File: src/hw/timetag_pkg.sv
package timetag_pkg;

	localparam int NUM_CHANNELS = 4;
	localparam int SAMPLE_BYTES = 6;
	localparam int STAMP_BITS = 43;

	// bit positions inside the data byte of a timer command
	localparam int TMR_START = 0;
	localparam int TMR_STOP = 1;
	localparam int TMR_CLEAR = 2;

	// bit positions inside the data byte of a sequencer-run command
	localparam int SEQ_START = 0;
	localparam int SEQ_STOP = 1;

	// targets 6 and 7 have no receiver and fall through silently
	typedef enum logic [2:0] {
		tgt_timer = 3'd0,
		tgt_seq_run = 3'd1,
		tgt_period0 = 3'd2,
		tgt_period1 = 3'd3,
		tgt_period2 = 3'd4,
		tgt_period3 = 3'd5
	} cmd_target_t;

	typedef struct packed {
		cmd_target_t target;
		logic [7:0] data;
	} cmd_t;

	// 48 bits, sent to the host most significant byte first
	typedef struct packed {
		logic lost;
		logic [NUM_CHANNELS-1:0] channels;
		logic [STAMP_BITS-1:0] stamp;
	} sample_t;

endpackage

File: src/hw/cmd_parser.sv
module cmd_parser (
	input logic clk,
	input logic rst_n,
	input logic cmd_wr,
	input logic [7:0] cmd_in,
	output logic cmd_valid,
	output timetag_pkg::cmd_t cmd
);

	typedef enum logic {
		st_idle,
		st_data
	} state_t;

	state_t state;
	timetag_pkg::cmd_target_t target_q;
	logic [2:0] target_bits;

	// a target byte above 7 maps onto the unused code 7 so no receiver reacts
	assign target_bits = (cmd_in[7:3] != 5'd0) ? 3'd7 : cmd_in[2:0];

	always_ff @(posedge clk or negedge rst_n)
	begin
		if (!rst_n)
		begin
			state <= st_idle;
			cmd_valid <= 1'b0;
		end
		else
		begin
			cmd_valid <= 1'b0;
			if (cmd_wr)
			begin
				if (state == st_idle)
					state <= st_data;
				else
				begin
					state <= st_idle;
					cmd_valid <= 1'b1;
				end
			end
		end
	end

	always_ff @(posedge clk)
	begin
		if (cmd_wr && state == st_idle)
			target_q <= timetag_pkg::cmd_target_t'(target_bits);
		if (cmd_wr && state == st_data)
		begin
			cmd.target <= target_q;
			cmd.data <= cmd_in;
		end
	end

endmodule

File: src/hw/run_control.sv
module run_control (
	input logic clk,
	input logic rst_n,
	input logic cmd_valid,
	input timetag_pkg::cmd_t cmd,
	output logic timer_run,
	output logic seq_run,
	output logic time_clear
);

	logic timer_hit;
	logic seq_hit;

	assign timer_hit = cmd_valid && (cmd.target == timetag_pkg::tgt_timer);
	assign seq_hit = cmd_valid && (cmd.target == timetag_pkg::tgt_seq_run);

	always_ff @(posedge clk or negedge rst_n)
	begin
		if (!rst_n)
		begin
			timer_run <= 1'b0;
			seq_run <= 1'b0;
			time_clear <= 1'b0;
		end
		else
		begin
			// stop wins when a command carries both bits
			if (timer_hit)
				timer_run <= (timer_run | cmd.data[timetag_pkg::TMR_START]) &
					~cmd.data[timetag_pkg::TMR_STOP];
			if (seq_hit)
				seq_run <= (seq_run | cmd.data[timetag_pkg::SEQ_START]) &
					~cmd.data[timetag_pkg::SEQ_STOP];
			time_clear <= timer_hit && cmd.data[timetag_pkg::TMR_CLEAR];
		end
	end

endmodule

File: src/hw/pulse_sequencer.sv
module pulse_sequencer #(
	parameter int CHANNEL = 0
) (
	input logic clk,
	input logic rst_n,
	input logic seq_run,
	input logic cmd_valid,
	input timetag_pkg::cmd_t cmd,
	output logic laser_en
);

	localparam logic [2:0] TARGET_CODE = 3'(CHANNEL + 2);

	logic [7:0] period;
	logic [7:0] count;
	logic running;

	assign running = seq_run && (period != 8'd0);

	always_ff @(posedge clk or negedge rst_n)
	begin
		if (!rst_n)
			period <= 8'd0;
		else if (cmd_valid && (cmd.target == timetag_pkg::cmd_target_t'(TARGET_CODE)))
			period <= cmd.data;
	end

	// count runs 0 to period-1, so the output flips every period cycles
	always_ff @(posedge clk or negedge rst_n)
	begin
		if (!rst_n)
		begin
			count <= 8'd0;
			laser_en <= 1'b0;
		end
		else if (!running)
		begin
			count <= 8'd0;
			laser_en <= 1'b0;
		end
		else if (count >= period - 8'd1)
		begin
			// >= covers a period shortened while the counter is past it
			count <= 8'd0;
			laser_en <= ~laser_en;
		end
		else
			count <= count + 8'd1;
	end

endmodule

File: src/hw/detector_timestamper.sv
module detector_timestamper (
	input logic clk,
	input logic rst_n,
	input logic [timetag_pkg::NUM_CHANNELS-1:0] detectors,
	input logic timer_run,
	input logic time_clear,
	input logic full,
	output logic sample_valid,
	output timetag_pkg::sample_t sample
);

	localparam int N = timetag_pkg::NUM_CHANNELS;

	logic [N-1:0] sync1;
	logic [N-1:0] sync2;
	logic [N-1:0] sync2_d;
	logic [N-1:0] edge_mask;
	logic [timetag_pkg::STAMP_BITS-1:0] time_count;
	logic lost;

	always_ff @(posedge clk or negedge rst_n)
	begin
		if (!rst_n)
		begin
			sync1 <= '0;
			sync2 <= '0;
			sync2_d <= '0;
			edge_mask <= '0;
			sample_valid <= 1'b0;
			time_count <= '0;
			lost <= 1'b0;
		end
		else
		begin
			sync1 <= detectors;
			sync2 <= sync1;
			sync2_d <= sync2;
			edge_mask <= sync2 & ~sync2_d;
			sample_valid <= timer_run && ((sync2 & ~sync2_d) != '0);
			if (time_clear)
				time_count <= '0;
			else if (timer_run)
				time_count <= time_count + 1'b1;
			// the flag rides on the next accepted sample, then drops
			if (sample_valid)
				lost <= full;
		end
	end

	// stamp is taken live so it equals the count in the sample_valid cycle
	assign sample.lost = lost;
	assign sample.channels = edge_mask;
	assign sample.stamp = time_count;

endmodule

File: src/hw/sample_buffer.sv
module sample_buffer #(
	parameter int DEPTH = 8,
	parameter type payload_t = logic [47:0]
) (
	input logic clk,
	input logic rst_n,
	input logic push,
	input payload_t push_data,
	output logic full,
	input logic pop,
	output logic not_empty,
	output payload_t head,
	input logic request_length,
	output logic [15:0] length
);

	localparam int AW = $clog2(DEPTH);

	payload_t mem [DEPTH];
	logic [AW:0] wr_ptr;
	logic [AW:0] rd_ptr;
	logic [15:0] count;
	logic accept;

	// pointers carry one wrap bit above the address
	assign full = (wr_ptr[AW] != rd_ptr[AW]) && (wr_ptr[AW-1:0] == rd_ptr[AW-1:0]);
	assign not_empty = (wr_ptr != rd_ptr);
	assign head = mem[rd_ptr[AW-1:0]];
	assign accept = push && !full;

	always_ff @(posedge clk)
	begin
		if (accept)
			mem[wr_ptr[AW-1:0]] <= push_data;
	end

	always_ff @(posedge clk or negedge rst_n)
	begin
		if (!rst_n)
		begin
			wr_ptr <= '0;
			rd_ptr <= '0;
			count <= 16'd0;
			length <= 16'd0;
		end
		else
		begin
			if (accept)
				wr_ptr <= wr_ptr + 1'b1;
			if (pop && not_empty)
				rd_ptr <= rd_ptr + 1'b1;
			if (request_length)
			begin
				// a write in the request cycle opens the new period
				length <= count;
				count <= accept ? 16'd1 : 16'd0;
			end
			else if (accept)
				count <= count + 16'd1;
		end
	end

endmodule

File: src/hw/sample_serializer.sv
module sample_serializer (
	input logic clk,
	input logic rst_n,
	input logic not_empty,
	input timetag_pkg::sample_t head,
	output logic pop,
	output logic data_rdy,
	output logic [7:0] data,
	input logic data_ack
);

	localparam int IW = $clog2(timetag_pkg::SAMPLE_BYTES);
	localparam logic [IW-1:0] LAST_IDX = IW'(timetag_pkg::SAMPLE_BYTES - 1);

	logic [IW-1:0] byte_idx;
	logic [8*timetag_pkg::SAMPLE_BYTES-1:0] head_bits;
	logic xfer;

	assign head_bits = head;
	assign xfer = data_rdy && data_ack;
	// index 0 selects the most significant byte
	assign data = head_bits[8*(timetag_pkg::SAMPLE_BYTES - 1 - int'(byte_idx)) +: 8];

	always_ff @(posedge clk or negedge rst_n)
	begin
		if (!rst_n)
		begin
			byte_idx <= '0;
			data_rdy <= 1'b0;
			pop <= 1'b0;
		end
		else
		begin
			pop <= 1'b0;
			if (xfer)
			begin
				if (byte_idx == LAST_IDX)
				begin
					byte_idx <= '0;
					data_rdy <= 1'b0;
					pop <= 1'b1;
				end
				else
					byte_idx <= byte_idx + 1'b1;
			end
			else if (!data_rdy && !pop && not_empty)
				// not_empty is stale while pop is high, so wait one more cycle
				data_rdy <= 1'b1;
		end
	end

endmodule

File: src/hw/timetag_top.sv
module timetag_top #(
	parameter int FIFO_DEPTH = 8
) (
	input logic clk,
	input logic rst_n,
	input logic cmd_wr,
	input logic [7:0] cmd_in,
	input logic request_length,
	output logic [15:0] length,
	output logic data_rdy,
	output logic [7:0] data,
	input logic data_ack,
	input logic [timetag_pkg::NUM_CHANNELS-1:0] detectors,
	output logic [timetag_pkg::NUM_CHANNELS-1:0] laser_en
);

	logic cmd_valid;
	timetag_pkg::cmd_t cmd;
	logic timer_run;
	logic seq_run;
	logic time_clear;
	logic sample_valid;
	timetag_pkg::sample_t sample;
	logic full;
	logic not_empty;
	timetag_pkg::sample_t head;
	logic pop;

	cmd_parser parser0 (
		.clk(clk), .rst_n(rst_n), .cmd_wr(cmd_wr), .cmd_in(cmd_in),
		.cmd_valid(cmd_valid), .cmd(cmd)
	);

	run_control ctrl0 (
		.clk(clk), .rst_n(rst_n), .cmd_valid(cmd_valid), .cmd(cmd),
		.timer_run(timer_run), .seq_run(seq_run), .time_clear(time_clear)
	);

	for (genvar i = 0; i < timetag_pkg::NUM_CHANNELS; i++)
	begin : g_seq
		pulse_sequencer #(.CHANNEL(i)) seq (
			.clk(clk), .rst_n(rst_n), .seq_run(seq_run), .cmd_valid(cmd_valid),
			.cmd(cmd), .laser_en(laser_en[i])
		);
	end

	detector_timestamper stamper0 (
		.clk(clk), .rst_n(rst_n), .detectors(detectors), .timer_run(timer_run),
		.time_clear(time_clear), .full(full), .sample_valid(sample_valid), .sample(sample)
	);

	sample_buffer #(.DEPTH(FIFO_DEPTH), .payload_t(timetag_pkg::sample_t)) buffer0 (
		.clk(clk), .rst_n(rst_n), .push(sample_valid), .push_data(sample), .full(full),
		.pop(pop), .not_empty(not_empty), .head(head),
		.request_length(request_length), .length(length)
	);

	sample_serializer ser0 (
		.clk(clk), .rst_n(rst_n), .not_empty(not_empty), .head(head), .pop(pop),
		.data_rdy(data_rdy), .data(data), .data_ack(data_ack)
	);

endmodule

File: config.mk
export PLATFORM = sky130hd
export DESIGN_NAME = timetag_top
export DESIGN_NICKNAME = d
export VERILOG_FILES = /design/src/hw/timetag_pkg.sv /design/src/hw/cmd_parser.sv /design/src/hw/run_control.sv /design/src/hw/pulse_sequencer.sv /design/src/hw/detector_timestamper.sv /design/src/hw/sample_buffer.sv /design/src/hw/sample_serializer.sv /design/src/hw/timetag_top.sv
export SDC_FILE = /design/constraint.sdc
export NUM_CORES = 1
export LEC_CHECK = 0
export BUFFER_PORTS_ARGS = -buffer_cell sky130_fd_sc_hd__buf_2
export CAP_MARGIN = 5
export CORE_UTILIZATION = 60
export CTS_CLUSTER_DIAMETER = 80
export DETAILED_ROUTE_END_ITERATION = 16
export PLACE_DENSITY_LB_ADDON = 0.3
export RECOVER_POWER = 25
export SLEW_MARGIN = 20
export SYNTH_ARGS = -nofsm -noshare
export SYNTH_HDL_FRONTEND = slang
export SYNTH_SLANG_ARGS = --single-unit
export TNS_END_PERCENT = 100
File: constraint.sdc
create_clock -name clk -period 6.68 [get_ports clk]
set_input_delay 1.67 -clock clk [delete_from_list [all_inputs] [get_ports clk]]
set_output_delay 1.67 -clock clk [all_outputs]
set_load 0.01 [all_outputs]
Yosys cells after proc, flatten, opt, wreduce, memory -nomap -nowiden
Memory sizes are Yosys's and may differ from the RTL's.
Cells that the tools add are included.
{ "word_totals": {"register_bits": 193, "mem_bits_rw": 384, "inputBits": 17, "elab_cells": 146, "mem_count": 1} }
{ "classes": {"addsub": 14, "order_cmp": 4, "n_eq_ne": 14, "n_shift": 1, "n_mux": 32, "bitwise_logic": 12, "n_reduce_logical": 34} }
{ "memory_table": {"columns": ["name", "depth", "width", "rd", "rd_ports_with_merged_regs", "write_ports", "line", "source"], "rows": [
  ["buffer0.mem", 8, 48, 1, 0, 1, "sample_buffer.sv:19", "payload_t mem [DEPTH];"]
]} }
{ "op_table": {"columns": ["cell", "n"], "rows": [
  ["$mux 43", 2],
  ["$mux 8", 8],
  ["$shiftx 48x32->8", 1],
  ["$add 43x1->43 const B", 1],
  ["$add 8x1->8 const B", 4],
  ["$ge 8x8->1", 4],
  ["$mux 16", 2],
  ["$reduce_bool 8->1", 4],
  ["$sub 8x1->8 const B", 4],
  ["$logic_and 1x1->1", 20],
  ["$mux 1", 19],
  ["$add 16x1->16 const B", 1],
  ["$ne 2x2->1 const B", 5],
  ["$eq 3x3->1 const B", 3],
  ["$add 4x1->4 const B", 2],
  ["$eq 3x2->1 const B", 2],
  ["$not 1->1", 6],
  ["$reduce_bool 2->1", 3],
  ["$reduce_bool 5->1", 1],
  ["$and 4x4->4", 1],
  ["$ne 4x4->1", 1],
  ["$not 4->4", 1],
  ["$reduce_bool 4->1", 1],
  ["$sub 3x3->4 const A", 1],
  ["10 further kinds", 14]
]} }

Longest topological paths before layout
Gate-level depths: netlist of run 1.
{ "depth": {"word_depth": 6, "mapped_depth": 12} }

Modules after synthesis
From an unflattened synthesis of run 1, not the netlist that was laid out.
{ "unflattened": {"hier_cells": 1490, "hier_area_um2": 24688.7} }
{ "modules_own_cells": {"columns": ["module", "n_inst", "cells_per_inst", "area_each_um2", "seq_area_each_um2"], "rows": [
  ["sample_buffer", 1, 731, 16369.4, 12532.0],
  ["detector_timestamper", 1, 281, 2877.8, 1526.5],
  ["pulse_sequencer at g_seq[1].seq ...", 2, 91, 1019.7, 425.4],
  ["pulse_sequencer at g_seq[2].seq", 1, 94, 1073.5, 425.4],
  ["pulse_sequencer at g_seq[0].seq", 1, 94, 1016.0, 425.4],
  ["sample_serializer", 1, 72, 646.9, 125.1],
  ["cmd_parser", 1, 26, 526.8, 470.5],
  ["run_control", 1, 10, 138.9, 75.1]
]} }

Worst setup path after synthesis of run 1
OpenSTA, ideal clock, no wires.
{ "synth_timing": {"kind": "flip-flop to flip-flop", "from": "reg buffer0.rd_ptr[0]", "to": "mem buffer0.mem[4][0] (netlist name), enable pin", "setup_time_ps": 513, "t_arrival_ps": 4551, "t_required_ps": 6167, "slack_ps": 1616, "path_stages_with_launch": 6, "path_cell_list": "dfrtp_1 -> buf_4 -> xnor2_1 -> a41oi_2 -> nand2_1 -> nor3_1"} }
{ "synth_via": {"elab_chain_len": 6} }
{ "synth_rtl": {"columns": ["item", "line", "source"], "rows": [
  ["from (decl)", "sample_buffer.sv:21", "logic [AW:0] rd_ptr;"],
  ["from (signal assigned)", "sample_buffer.sv:51", "rd_ptr <= rd_ptr + 1'b1;"],
  ["$eq 3x3->1", "sample_buffer.sv:26", "assign full = (wr_ptr[AW] != rd_ptr[AW]) && (wr_ptr[AW-1:0] == rd_ptr[AW-1:0]);"],
  ["$logic_and 1x1->1", "sample_buffer.sv:26", null],
  ["$logic_not 1->1", "sample_buffer.sv:29", "assign accept = push && !full;"],
  ["$logic_and 1x1->1", "sample_buffer.sv:29", null],
  ["$mux 1", "sample_buffer.sv:33", "if (accept)"],
  ["$mux 1 (not written as such)", "sample_buffer.sv:34", "mem[wr_ptr[AW-1:0]] <= push_data;"],
  ["to (decl)", "sample_buffer.sv:19", null]
]} }
No other way between the ends.

Worst setup path in the final report of run 1
{ "layout_timing": {"from": "reg buffer0.rd_ptr[0]", "to": "out data[7]"} }
{ "layout_via": {"elab_chain_len": 2} }
{ "layout_rtl": {"columns": ["item", "line", "source"], "rows": [
  ["$mem_v2 8x48", null, null],
  ["$shiftx 48x32->8", "sample_serializer.sv:22", "assign data = head_bits[8*(timetag_pkg::SAMPLE_BYTES - 1 - int'(byte_idx)) +: 8];"],
  ["to (decl)", "timetag_top.sv:11", "output logic [7:0] data,"]
]} }
No other way between the ends.

==> results.md, run 1 <==
- Synth cell types: 59
- Hold_buf cts: 0
- Worst Hold End: stamper0.sync2[1]$_DFF_PN0_
- Reg2reg start: buffer0.rd_ptr[1]$_DFFE_PN0P_
- Ys async rst share: 0.3102
- Peak supply drop: 0.0002990 V
- Hold Fails Final Rpt: 0
- Final setup violation count: 0
- Post-CTS setup buffers: 0
- Cts bufs inserted: 55
- Clock Tree Root: clkbuf_16
- DP HPWL: 28.58 mm
- Power per Cell Area: 382.3 nW/um^2
- Cts repair resizes: 0
- Slew @ Worst Pin: 0.9469 ns
- Port bufs: 45
- Die ar.: 40920 um^2
- CTS clk-pin slew, worst paths: 0.06 ns
- Crit path DAT: 3.53 ns
- Setup Skew: 0.02815 ns
- Max-Cap Viols: 0
- Tot Pwr: 10.26 mW
- DRC Markers: 0
- Core Area: 39100 um^2
- RSZ-0062 raised after global routing: no
- M1 wire length: 19.62 mm
- Starting Density: 0.6155
- Post-DRT Antenna Nets: 0
- Depth of the most critical reg-to-reg path: 5
- WL met3: 3.503 mm
- Initial antenna violation count: 1
- Syn avg cell area: 16.61 um^2
- CP Class: reg -> out
- Routed wl met2: 23.62 mm
- Final Slew Violations: 0
- Die Y: 202.3 um
- CTS sink cnt: 577
- R2r endpoint: buffer0.mem[2][40]$_DFFE_PP_
- Largest net degree at the start of global routing: 85
- R2R setup slack: 2.82 ns
- Setup TNS: 0 ns
- Outcome: finished, final reports clean
- Post-synthesis register bit count: 577
- Total global-route track usage: 0.2445
- Vias in the first global route: 13.18k
- WHS Path Cells: 0
- Share of cells above drive strength 1: 0.2139
- Worst-Skew Late Latency: 0.61 ns
- DRT Wirelength: 47.79 mm
- First-pass GRT wire length: 75.78 mm
- Maximum fanout along the worst path: 25
- Pre-CTS setup slack: 2.051 ns
- Grt ovf: 0
- Worst slew margin: 0.3687
- Synth Net Count: 1517
- Crit share post-route: 0.7791
- Yosys Warn Count: 0
- Inserted Diodes: 0
- DR iter-0 viols: 1034
- Synthesized cell area: 24070 um^2
- Worst-case clock buffer depth: 3
- CP startpoint kind: register
- Die width: 202.3 um
- Worst EP required: 5.01 ns
- Gpl congestion: 0.8223
- I/O Pins: 46
- Register area share after synthesis: 0.6827
- Drt first pass iters: 5
- Routed vias: 12.80k
- Hold Crit Class: reg -> reg
- CTS tree: done
- Leakage: 10.18 nW
- EDFF count, synth: 398
- Layout net count: 1590
- Wire length per cell: 22.93 um
- CTS HTree Levels: 2
- Row cnt: 72
- Setup crit end kind: output pin
- DR top layer: met5
- Post-synthesis cell count: 1449
- Worst setup margin: 1.475 ns
- Layout overhead on the synthesized area: 11.52%
- Via/cell ratio: 6.141
- Minimum clock period: 5.205 ns
- WHS: 0.3527 ns
- Fin util: 0.6864
- Ys flop type: edfxtp_1
- HP Start: stamper0.sync1[1]$_DFF_PN0_
- Fmax: 192.1 MHz
==> power breakdown <==
group          leakage, nW  internal [mW]  switching [mW]  total (mW)
registers             6.28           4.11           0.425        4.53
logic                 2.99           1.18            1.28        2.47
clock network        0.914           1.94            1.32        3.26
==> critical path: stages, from the launching register on <==
cell and delay [ns]:
dfrtp_4 0.76, buf_4 0.44, mux4_2 0.54, mux2i_1 0.18
o22ai_1 0.12, a311oi_1 0.45, o22ai_1 0.22, buf_2 0.20
==> sequential cells by signal (all words and copies together), names as in the netlist, 3 cells and up <==
name                 cells
parser0.target_q         3
ser0.byte_idx            3
g_seq.seq.period        32
stamper0.sync1           4
buffer0.count           16
g_seq.seq.count         32
stamper0.sync2           4
buffer0.length          16
stamper0.sync2_d         4
parser0.cmd             11
buffer0.rd_ptr           4
g_seq.seq.laser_en       4
stamper0.edge_mask       4
stamper0.time_count     43
buffer0.wr_ptr           4
buffer0.mem            384
==> stage by stage <==
stage / instance area [um^2] / std cells
floorplan: 24070 / 1449
global placement: 24910 / 1982
detailed placement: 24910 / 1982
CTS: 26810 / 2083
global route: 26840 / 2084
finish: 26840 / 2084
==> layer usage <==
metal / up-vias / track usage
met4: 2 / 0.06337
met5: - / 0
li1: 5700 / -
met3: 70 / 0.04934
met2: 434 / 0.4014
met1: 6591 / 0.3381
==> synth_stat cells (all sizes together), types with 16 or more instances <==
cell    count  area (um^2)
mux2       50        563.0
dfrtp     179         4479
ha         51        638.1
buf        28        178.9
xnor2      62        543.0
clkbuf     23        86.33
xor2       48        420.4
edfxtp    398        11950
nand4      22        158.9
mux2i      16        160.2
nor2      128        480.5
nand2      40        150.1
o21ai      31        170.2
nand3      38        190.2
mux4      105         2365
inv        40        150.1
nor3       21        110.1
a21oi      16        80.08
==> how the worst max path moves through the flow <==
stage	from	to	slack, ns	depth (start not counted)
floorplan	buffer0.rd_ptr[0]$_DFFE_PN0P_	buffer0.mem[4][0]$_DFFE_PP_	1.62	5
global placement	buffer0.rd_ptr[0]$_DFFE_PN0P_	data[7]	2.01	7
detailed placement	buffer0.rd_ptr[0]$_DFFE_PN0P_	data[7]	2.05	7
CTS	buffer0.rd_ptr[0]$_DFFE_PN0P_	data[7]	1.44	7
global route	buffer0.rd_ptr[0]$_DFFE_PN0P_	data[7]	1.24	7
finish	buffer0.rd_ptr[0]$_DFFE_PN0P_	data[7]	1.48	7
==> kinds of logic (layout without fill, tap and decap cells) <==
family,count (synthesis),count (layout),share of synthesized area
flops,577,577,0.6827
mux,171,171,0.1283
simple gates,351,351,0.07721
buf+inv,91,208,0.01726
fa+ha+maj,51,51,0.02652
compound gates,98,98,0.02792
xor+xnor,110,110,0.04003
==> cell type report <==
cell class	instances	area, um^2
Timing Repair Buffer	67	419.2
Inverter	40	150.1
Tap cell	518	648.1
Fill cell	2547	12260
Multi-Input combinational cell	781	7274
Clock inverter	31	399.1
Sequential cell	577	16440
Clock buffer	70	1505
==> cells in the final DEF, fill, tap and decap left out, types with 44 or more instances in the layout <==
cell / Yosys / final
xor2_1: 48 / 48
mux2_2: 50 / 50
edfxtp_1: 398 / 398
clkbuf_16: 0 / 57
buf_2: 11 / 44
nor2_1: 128 / 122
mux4_2: 105 / 105
ha_1: 51 / 51
dfrtp_1: 179 / 175
xnor2_1: 62 / 62
No activity file was read; power rests on OpenSTA's default activity.
==> inputs of run 2 (changes only) <==
--- a/config.mk
+++ b/config.mk
@@ -7,7 +7,7 @@
 export LEC_CHECK = 0
 export BUFFER_PORTS_ARGS = -buffer_cell sky130_fd_sc_hd__buf_2
 export CAP_MARGIN = 5
-export CORE_UTILIZATION = 60
+export CORE_UTILIZATION = 56
 export CTS_CLUSTER_DIAMETER = 80
 export DETAILED_ROUTE_END_ITERATION = 16
 export PLACE_DENSITY_LB_ADDON = 0.3
==> constraint.sdc (replaced) <==
create_clock -name clk -period 4.37 [get_ports clk]
set_input_delay 1.0925 -clock clk [delete_from_list [all_inputs] [get_ports clk]]
set_output_delay 1.0925 -clock clk [all_outputs]
set_load 0.01 [all_outputs]
==> results.md, run 2 (synthesis gave the netlist of run 1 again) <==
- Outcome: finished, final reports clean
- Gpl congestion: 0.8012 (-2.6%)
- DRT Wirelength: 48.75 mm (+2.0%)
- Commonest non-fill, non-tap cell in the layout: edfxtp_1
- Die Y: 209.3 um (+3.5%)
- Wire length per cell: 23.00 um (+0.32%)
- Port bufs: 45 (unchanged)
- Post-DRT Antenna Nets: 0 (unchanged)
- Max-Cap Viols: 0 (unchanged)
- Row cnt: 75 (+4.2%)
- Cts bufs inserted: 56 (+1.8%)
- Crit path DAT: 3.14 ns (-0.39 ns)
- Worst slew margin: 0.3625 (-0.006173)
- Starting Density: 0.5712 (-0.04436)
- Die ar.: 43810 um^2 (+7.1%)
- I/O Pins: 46 (unchanged)
- Final Slew Violations: 0 (unchanged)
- Commonest non-fill, non-tap cells in the layout: edfxtp_1, dfrtp_1, nor2_1
- Routed vias: 12.85k (+0.42%)
- Worst EP required: 3.28 ns (-1.73 ns)
- Net Sw Frac: 0.3023 (+0.007162)
- Initial antenna violation count: 1 (unchanged)
- R2r endpoint: buffer0.mem[7][46]$_DFFE_PP_
- Worst-case clock buffer depth: 3 (unchanged)
- Hold Crit Class: reg -> reg
- Reg2reg start: buffer0.rd_ptr[2]$_DFFE_PN0P_
- Placed Instance Area: 25180 um^2 (+1.1%)
- Seq pwr share: 0.439 (-0.003)
- Worst-Skew Late Latency: 0.61 ns (about the same)
- Drt first pass iters: 5 (unchanged)
- Slew @ Worst Pin: 0.9489 ns (+0.001958 ns)
- Fmax: 236.2 MHz
- CP startpoint kind: register
- Crit share post-route: 0.9687
- Setup Skew: 0.02679 ns (-0.001356 ns)
- Setup crit end kind: output pin
- Power share of the clock group: 0.298 (-0.020)
- P_int: 10.81 mW (+49%)
- Peak supply drop: 0.0003636 V (+22%)
- Final setup violation count: 0 (unchanged)
- Area occupied by registers: 16440 um^2 (unchanged)
- Setup crit start: buffer0.rd_ptr[0]$_DFFE_PN0P_
- CTS sink cnt: 577 (unchanged)
- Largest register FFs: 384 (unchanged)
- Fin util: 0.6397 (-0.04668)
- Layout net count: 1600 (+0.63%)
- Tot Pwr: 15.49 mW (+51%)
- Fill cells: 2926 (+15%)
- Share of cells above drive strength 1: 0.2108 (-0.003161)
- Vias in the first global route: 13.36k (+1.4%)
- Core Area: 42130 um^2 (+7.8%)
- Largest net degree at the start of global routing: 94 (+11%)
- Net Sw Power: 4.681 mW (+55%)
- HP Start: stamper0.sync1[3]$_DFF_PN0_
- CTS clk-pin slew, worst paths: 0.06 ns (about the same)
- Minimum clock period: 4.233 ns
- Grt ovf: 0 (unchanged)
- CP Class: reg -> out
- DP HPWL: 29.15 mm (+2.0%)
- Inserted Diodes: 0 (unchanged)
- CTS tree: done
- DRC Markers: 0 (unchanged)
- Worst setup endpoint: data[7]
- RSZ-0062 raised after global routing: yes
- R2R setup slack: 1.18 ns (-1.64 ns)
- Finished Cell Area: 26950 um^2 (+0.44%)
- Area of the multi-input gates: 7287 um^2 (+0.17%)
- Layout overhead on the synthesized area: 12.00%
- WHS: 0.3465 ns (-0.006221 ns)
- Setup TNS: 0 ns (unchanged)
- Die width: 209.3 um (+3.5%)
- Total global-route track usage: 0.2320 (-0.01251)
- Post-CTS setup buffers: 0 (unchanged)
- Clock Tree Root: clkbuf_16
- CTS HTree Levels: 2 (unchanged)
- Via/cell ratio: 6.065 (-1.2%)
- Combinational cell fraction of total power: 0.263 (+0.023)
- Leakage: 10.21 nW (+0.33%)
- DR iter-0 viols: 1115 (+7.8%)
- Maximum fanout along the worst path: 17 (-32%)
- First-pass GRT wire length: 77.04 mm (+1.7%)
- Hold Fails Final Rpt: 0 (unchanged)
- Power per Cell Area: 574.5 nW/um^2 (+50%)
- Depth of the most critical reg-to-reg path: 6 (+1)
run 2: changes by cell type in the layout (fill, tap and decap cells not counted), moves of 4 or more:
cell        before  now
buf_12           0   11
clkbuf_8         4    9
clkinv_1         6   10
clkbuf_1        10   22
buf_2           44   40
bufinv_16        9    1
clkinvlp_4       6    0
run 2: how the worst min path moves through the flow:
stage	to	slack [ns]	cells past startpoint
detailed placement	stamper0.sync2[3]$_DFF_PN0_	0.34	0
global placement	stamper0.sync2[0]$_DFF_PN0_	0.33	0
floorplan	stamper0.sync2[0]$_DFF_PN0_	0.33	0
finish	stamper0.sync2[3]$_DFF_PN0_	0.35	0
CTS	stamper0.sync2[3]$_DFF_PN0_	0.35	0
global route	stamper0.sync2[3]$_DFF_PN0_	0.36	0
run 2: metal layers:
layer	up-vias	GRT usage	wire length (um)
met5	-	0	0
met4	0	0.05730	999
met3	72	0.03935	3093
met2	405	0.3911	24690
met1	6651	0.3177	19970
li1	5723	-	-
run 2: repair_timing:
item | in CTS | in global routing
gates resized for setup | 0 | 4
hold buffers | 0 | 0
endpoints found under the setup margin | 0 | 3
run 2: through the flow:
| stage | worst slack (ns) | std cells |
|---|---|---|
| final | 0.1367 | 2119 |
| after global routing | -0.01951 | 2119 |
| after CTS | 0.04198 | 2119 |
| after detailed placement | 0.7333 | 2013 |
| after global placement | 0.7912 | 2013 |
| after floorplan | 0.5322 | 1449 |
run 2: area by class of cell:
| cell class | instances | share of cell area |
|---|---|---|
| flip-flops and latches | 577 | 0.6099 |
| multi-input cells | 781 | 0.2703 |
| clock buffers | 84 | 0.06044 |
| well taps | 539 | 0.02502 |
| repair buffers | 76 | 0.02372 |
| inverters | 40 | 0.005570 |
| clock inverters | 22 | 0.004967 |
run 2: worst max-delay path: stages, from the launching register on:
cell	delay, ns
dfrtp_4	0.44
buf_4	0.35
buf_4	0.27
mux4_2	0.53
mux4_2	0.47
inv_1	0.14
o22ai_1	0.14
buf_2	0.18
run 2: power groups by stage:
stage	Sequential [mW]	Combinational, mW	Clock (mW)
3_3_place_gp	6.88	3.97	0
3_5_place_dp	6.90	4.07	0
6_report	6.80	4.08	4.61
2_1_floorplan	6.67	2.97	0
5_1_grt	6.86	4.46	4.91
4_1_cts	6.79	4.12	4.69
==> inputs of run 3 (changes only) <==
--- a/config.mk
+++ b/config.mk
@@ -5,7 +5,7 @@
 export SDC_FILE = /design/constraint.sdc
 export NUM_CORES = 1
 export LEC_CHECK = 0
-export BUFFER_PORTS_ARGS = -buffer_cell sky130_fd_sc_hd__buf_2
+export BUFFER_PORTS_ARGS = -buffer_cell sky130_fd_sc_hd__clkbuf_2
 export CAP_MARGIN = 5
 export CORE_UTILIZATION = 56
 export CTS_CLUSTER_DIAMETER = 80
==> results.md, run 3 (synthesis gave the netlist of run 1 again) <==
- Largest register FFs: 384 (unchanged)
- Post-Place Cells: 2012 (-0.050%)
- Grt ovf: 0 (unchanged)
- HP Start: stamper0.sync1[3]$_DFF_PN0_
- Worst Hold End: stamper0.sync2[3]$_DFF_PN0_
- Layout overhead on the synthesized area: 12.33%
- RSZ-0062 raised after global routing: no
- CP Class: reg -> out
- Die Y: 209.3 um (unchanged)
- Starting Density: 0.5712 (unchanged)
- Worst setup margin: 0.2165 ns (+0.07978 ns)
- Commonest non-fill, non-tap cells in the layout: edfxtp_1, dfrtp_1, nor2_1
- WHS Path Cells: 0 (unchanged)
- Reg2reg start: buffer0.rd_ptr[2]$_DFFE_PN0P_
- Finished Cell Area: 27030 um^2 (+0.29%)
- Routed vias: 12.91k (+0.43%)
- Crit path DAT: 3.06 ns (-0.08 ns)
- Worst slew margin: 0.4240 (+0.06148)
- Row cnt: 75 (unchanged)
- Post-CTS setup buffers: 0 (unchanged)
- CTS clk-pin slew, worst paths: 0.06 ns (about the same)
- Total global-route track usage: 0.2325 (+0.0004954)
- DR iter-0 viols: 1113 (-0.18%)
- Layout net count: 1604 (+0.25%)
- Peak supply drop: 0.0004059 V (+12%)
- Outcome: finished, final reports clean
- Drt first pass iters: 6 (+1)
- Seq pwr share: 0.440 (about the same)
- R2R setup slack: 1.22 ns (+0.04 ns)
- DRT Wirelength: 48.73 mm (about the same)
- Die width: 209.3 um (unchanged)
- Port bufs: 45 (unchanged)
- Clock Tree Root: clkbuf_16
- I/O Pins: 46 (unchanged)
- Power share of the clock group: 0.307 (+0.009)
- CP startpoint kind: register
- DP HPWL: 30.14 mm (+3.4%)
- Final Slew Violations: 0 (unchanged)
- Layout Cells excl Fill: 2124 (+0.24%)
- Crit share post-route: 0.9505 (-0.01826)
- CP Buf/Inv Count: 2 (-2)
- Hold Fails Final Rpt: 0 (unchanged)
- P_int: 10.96 mW (+1.5%)
- Placed Instance Area: 25150 um^2 (-0.13%)
- Max-Cap Viols: 0 (unchanged)
- CP cell instances: buf_12 -> mux4_2 -> mux2i_1 -> a221oi_1 -> o21ai_0 -> o21ai_0 -> clkbuf_2
- Final setup violation count: 0 (unchanged)
- Hold Crit Class: reg -> reg
- First-pass GRT wire length: 76.66 mm (-0.49%)
- Slew @ Worst Pin: 0.8574 ns (-0.09152 ns)
- Leakage: 10.24 nW (+0.23%)
- Power per Cell Area: 577.5 nW/um^2 (+0.51%)
- Net Sw Frac: 0.2976 (-0.004647)
- Minimum clock period: 4.154 ns (-0.07978 ns)
- CTS sink cnt: 577 (unchanged)
- Combinational cell fraction of total power: 0.254 (-0.009)
- Net Sw Power: 4.646 mW (-0.74%)
- Cts bufs inserted: 57 (+1.8%)
- WHS: 0.3474 ns (+0.0008570 ns)
- Commonest non-fill, non-tap cell in the layout: edfxtp_1
- CTS HTree Levels: 2 (unchanged)
- Hold_buf cts: 0 (unchanged)
- CP max-delay cell: dfrtp_4
- Vias in the first global route: 13.35k (-0.13%)
- Cts repair resizes: 0 (unchanged)
- Setup TNS: 0 ns (unchanged)
- Initial antenna violation count: 0 (-1)
- Core Area: 42130 um^2 (unchanged)
- Largest net degree at the start of global routing: 90 (-4.3%)
- Setup crit end kind: output pin
- Depth of the most critical reg-to-reg path: 6 (unchanged)
- CP most frequent cell: o21ai_0
- Wire length per cell: 22.94 um (-0.28%)
- Worst EP required: 3.28 ns (about the same)
- Worst-case clock buffer depth: 3 (unchanged)
- Maximum fanout along the worst path: 38 (+21)
- Fmax: 240.8 MHz (+1.9%)
- Via/cell ratio: 6.076 (+0.19%)
- Setup Skew: 0.03151 ns (+0.004715 ns)
- DRC Markers: 0 (unchanged)
- Pre-CTS setup slack: 0.6578 ns (-0.07552 ns)
- Share of cells above drive strength 1: 0.2128 (+0.001993)
- Crit-path leading delay family: flip-flops
- Worst-Skew Late Latency: 0.61 ns (about the same)
- Max incr delay on CP: 0.82 ns (+0.29 ns)
- CTS tree: done
- Gpl congestion: 0.8079 (+0.84%)
- R2r endpoint: buffer0.mem[6][35]$_DFFE_PP_
- Post-DRT Antenna Nets: 0 (unchanged)
- Die ar.: 43810 um^2 (unchanged)
==> run 3: cell types whose count changed in the layout (fill, tap and decap cells not counted), moves of 2 or more <==
cell / delta
buf_16: -2
clkinv_2: -2
bufinv_16: +2
buf_4: +4
o21ai_1: -2
o21ai_0: +2
buf_2: -40
clkbuf_8: +2
clkbuf_2: +38
clkbuf_1: +3
clkinv_1: -3
==> run 3: layout make-up <==
class / count / area, um^2
Fill cell: 2914 / 15100
Timing Repair Buffer: 79 / 631.9
Sequential cell: 577 / 16440
Antenna cell: 1 / 2.502
Inverter: 40 / 150.1
Tap cell: 539 / 674.4
Clock inverter: 21 / 211.5
Multi-Input combinational cell: 781 / 7287
Clock buffer: 86 / 1635
==> run 3: per-layer routing <==
metal / vias to the layer above / global-route usage / routed length [um] / part of all wire
met3: 85 / 0.04579 / 3998 / 0.082
met1: 6644 / 0.3175 / 19560 / 0.40
li1: 5721 / - / - / -
met5: - / 0 / 0 / 0
met2: 456 / 0.3798 / 23960 / 0.49
met4: 0 / 0.07606 / 1204 / 0.025
==> run 3: stage by stage <==
step	util	power, mW
after floorplan	-	9.640
final	0.6416	15.61
after global routing	0.6415	16.38
after detailed placement	0.5969	10.93
after global placement	0.5969	10.81
after CTS	0.6407	15.71
==> run 3: power by group through the flow <==
stage                     Combinational, mW  Sequential, mW  Clock [mW]
after CTS                              3.94            6.90        4.87
after global placement                 3.82            6.99           0
after detailed placement               3.92            7.01           0
after floorplan                        2.97            6.67           0
final                                  3.96            6.86        4.79
after global routing                   4.38            6.93        5.08
==> run 3: worst max path at each step <==
| stage | from | endpoint | depth (start not counted) |
|---|---|---|---|
| after CTS | buffer0.rd_ptr[0]$_DFFE_PN0P_ | data[7] | 7 |
| after floorplan | buffer0.rd_ptr[0]$_DFFE_PN0P_ | buffer0.mem[7][0]$_DFFE_PP_ | 5 |
| final | buffer0.rd_ptr[1]$_DFFE_PN0P_ | data[2] | 7 |
| after detailed placement | buffer0.rd_ptr[0]$_DFFE_PN0P_ | data[7] | 7 |
| after global routing | buffer0.rd_ptr[1]$_DFFE_PN0P_ | data[2] | 7 |
| after global placement | buffer0.rd_ptr[0]$_DFFE_PN0P_ | data[7] | 7 |
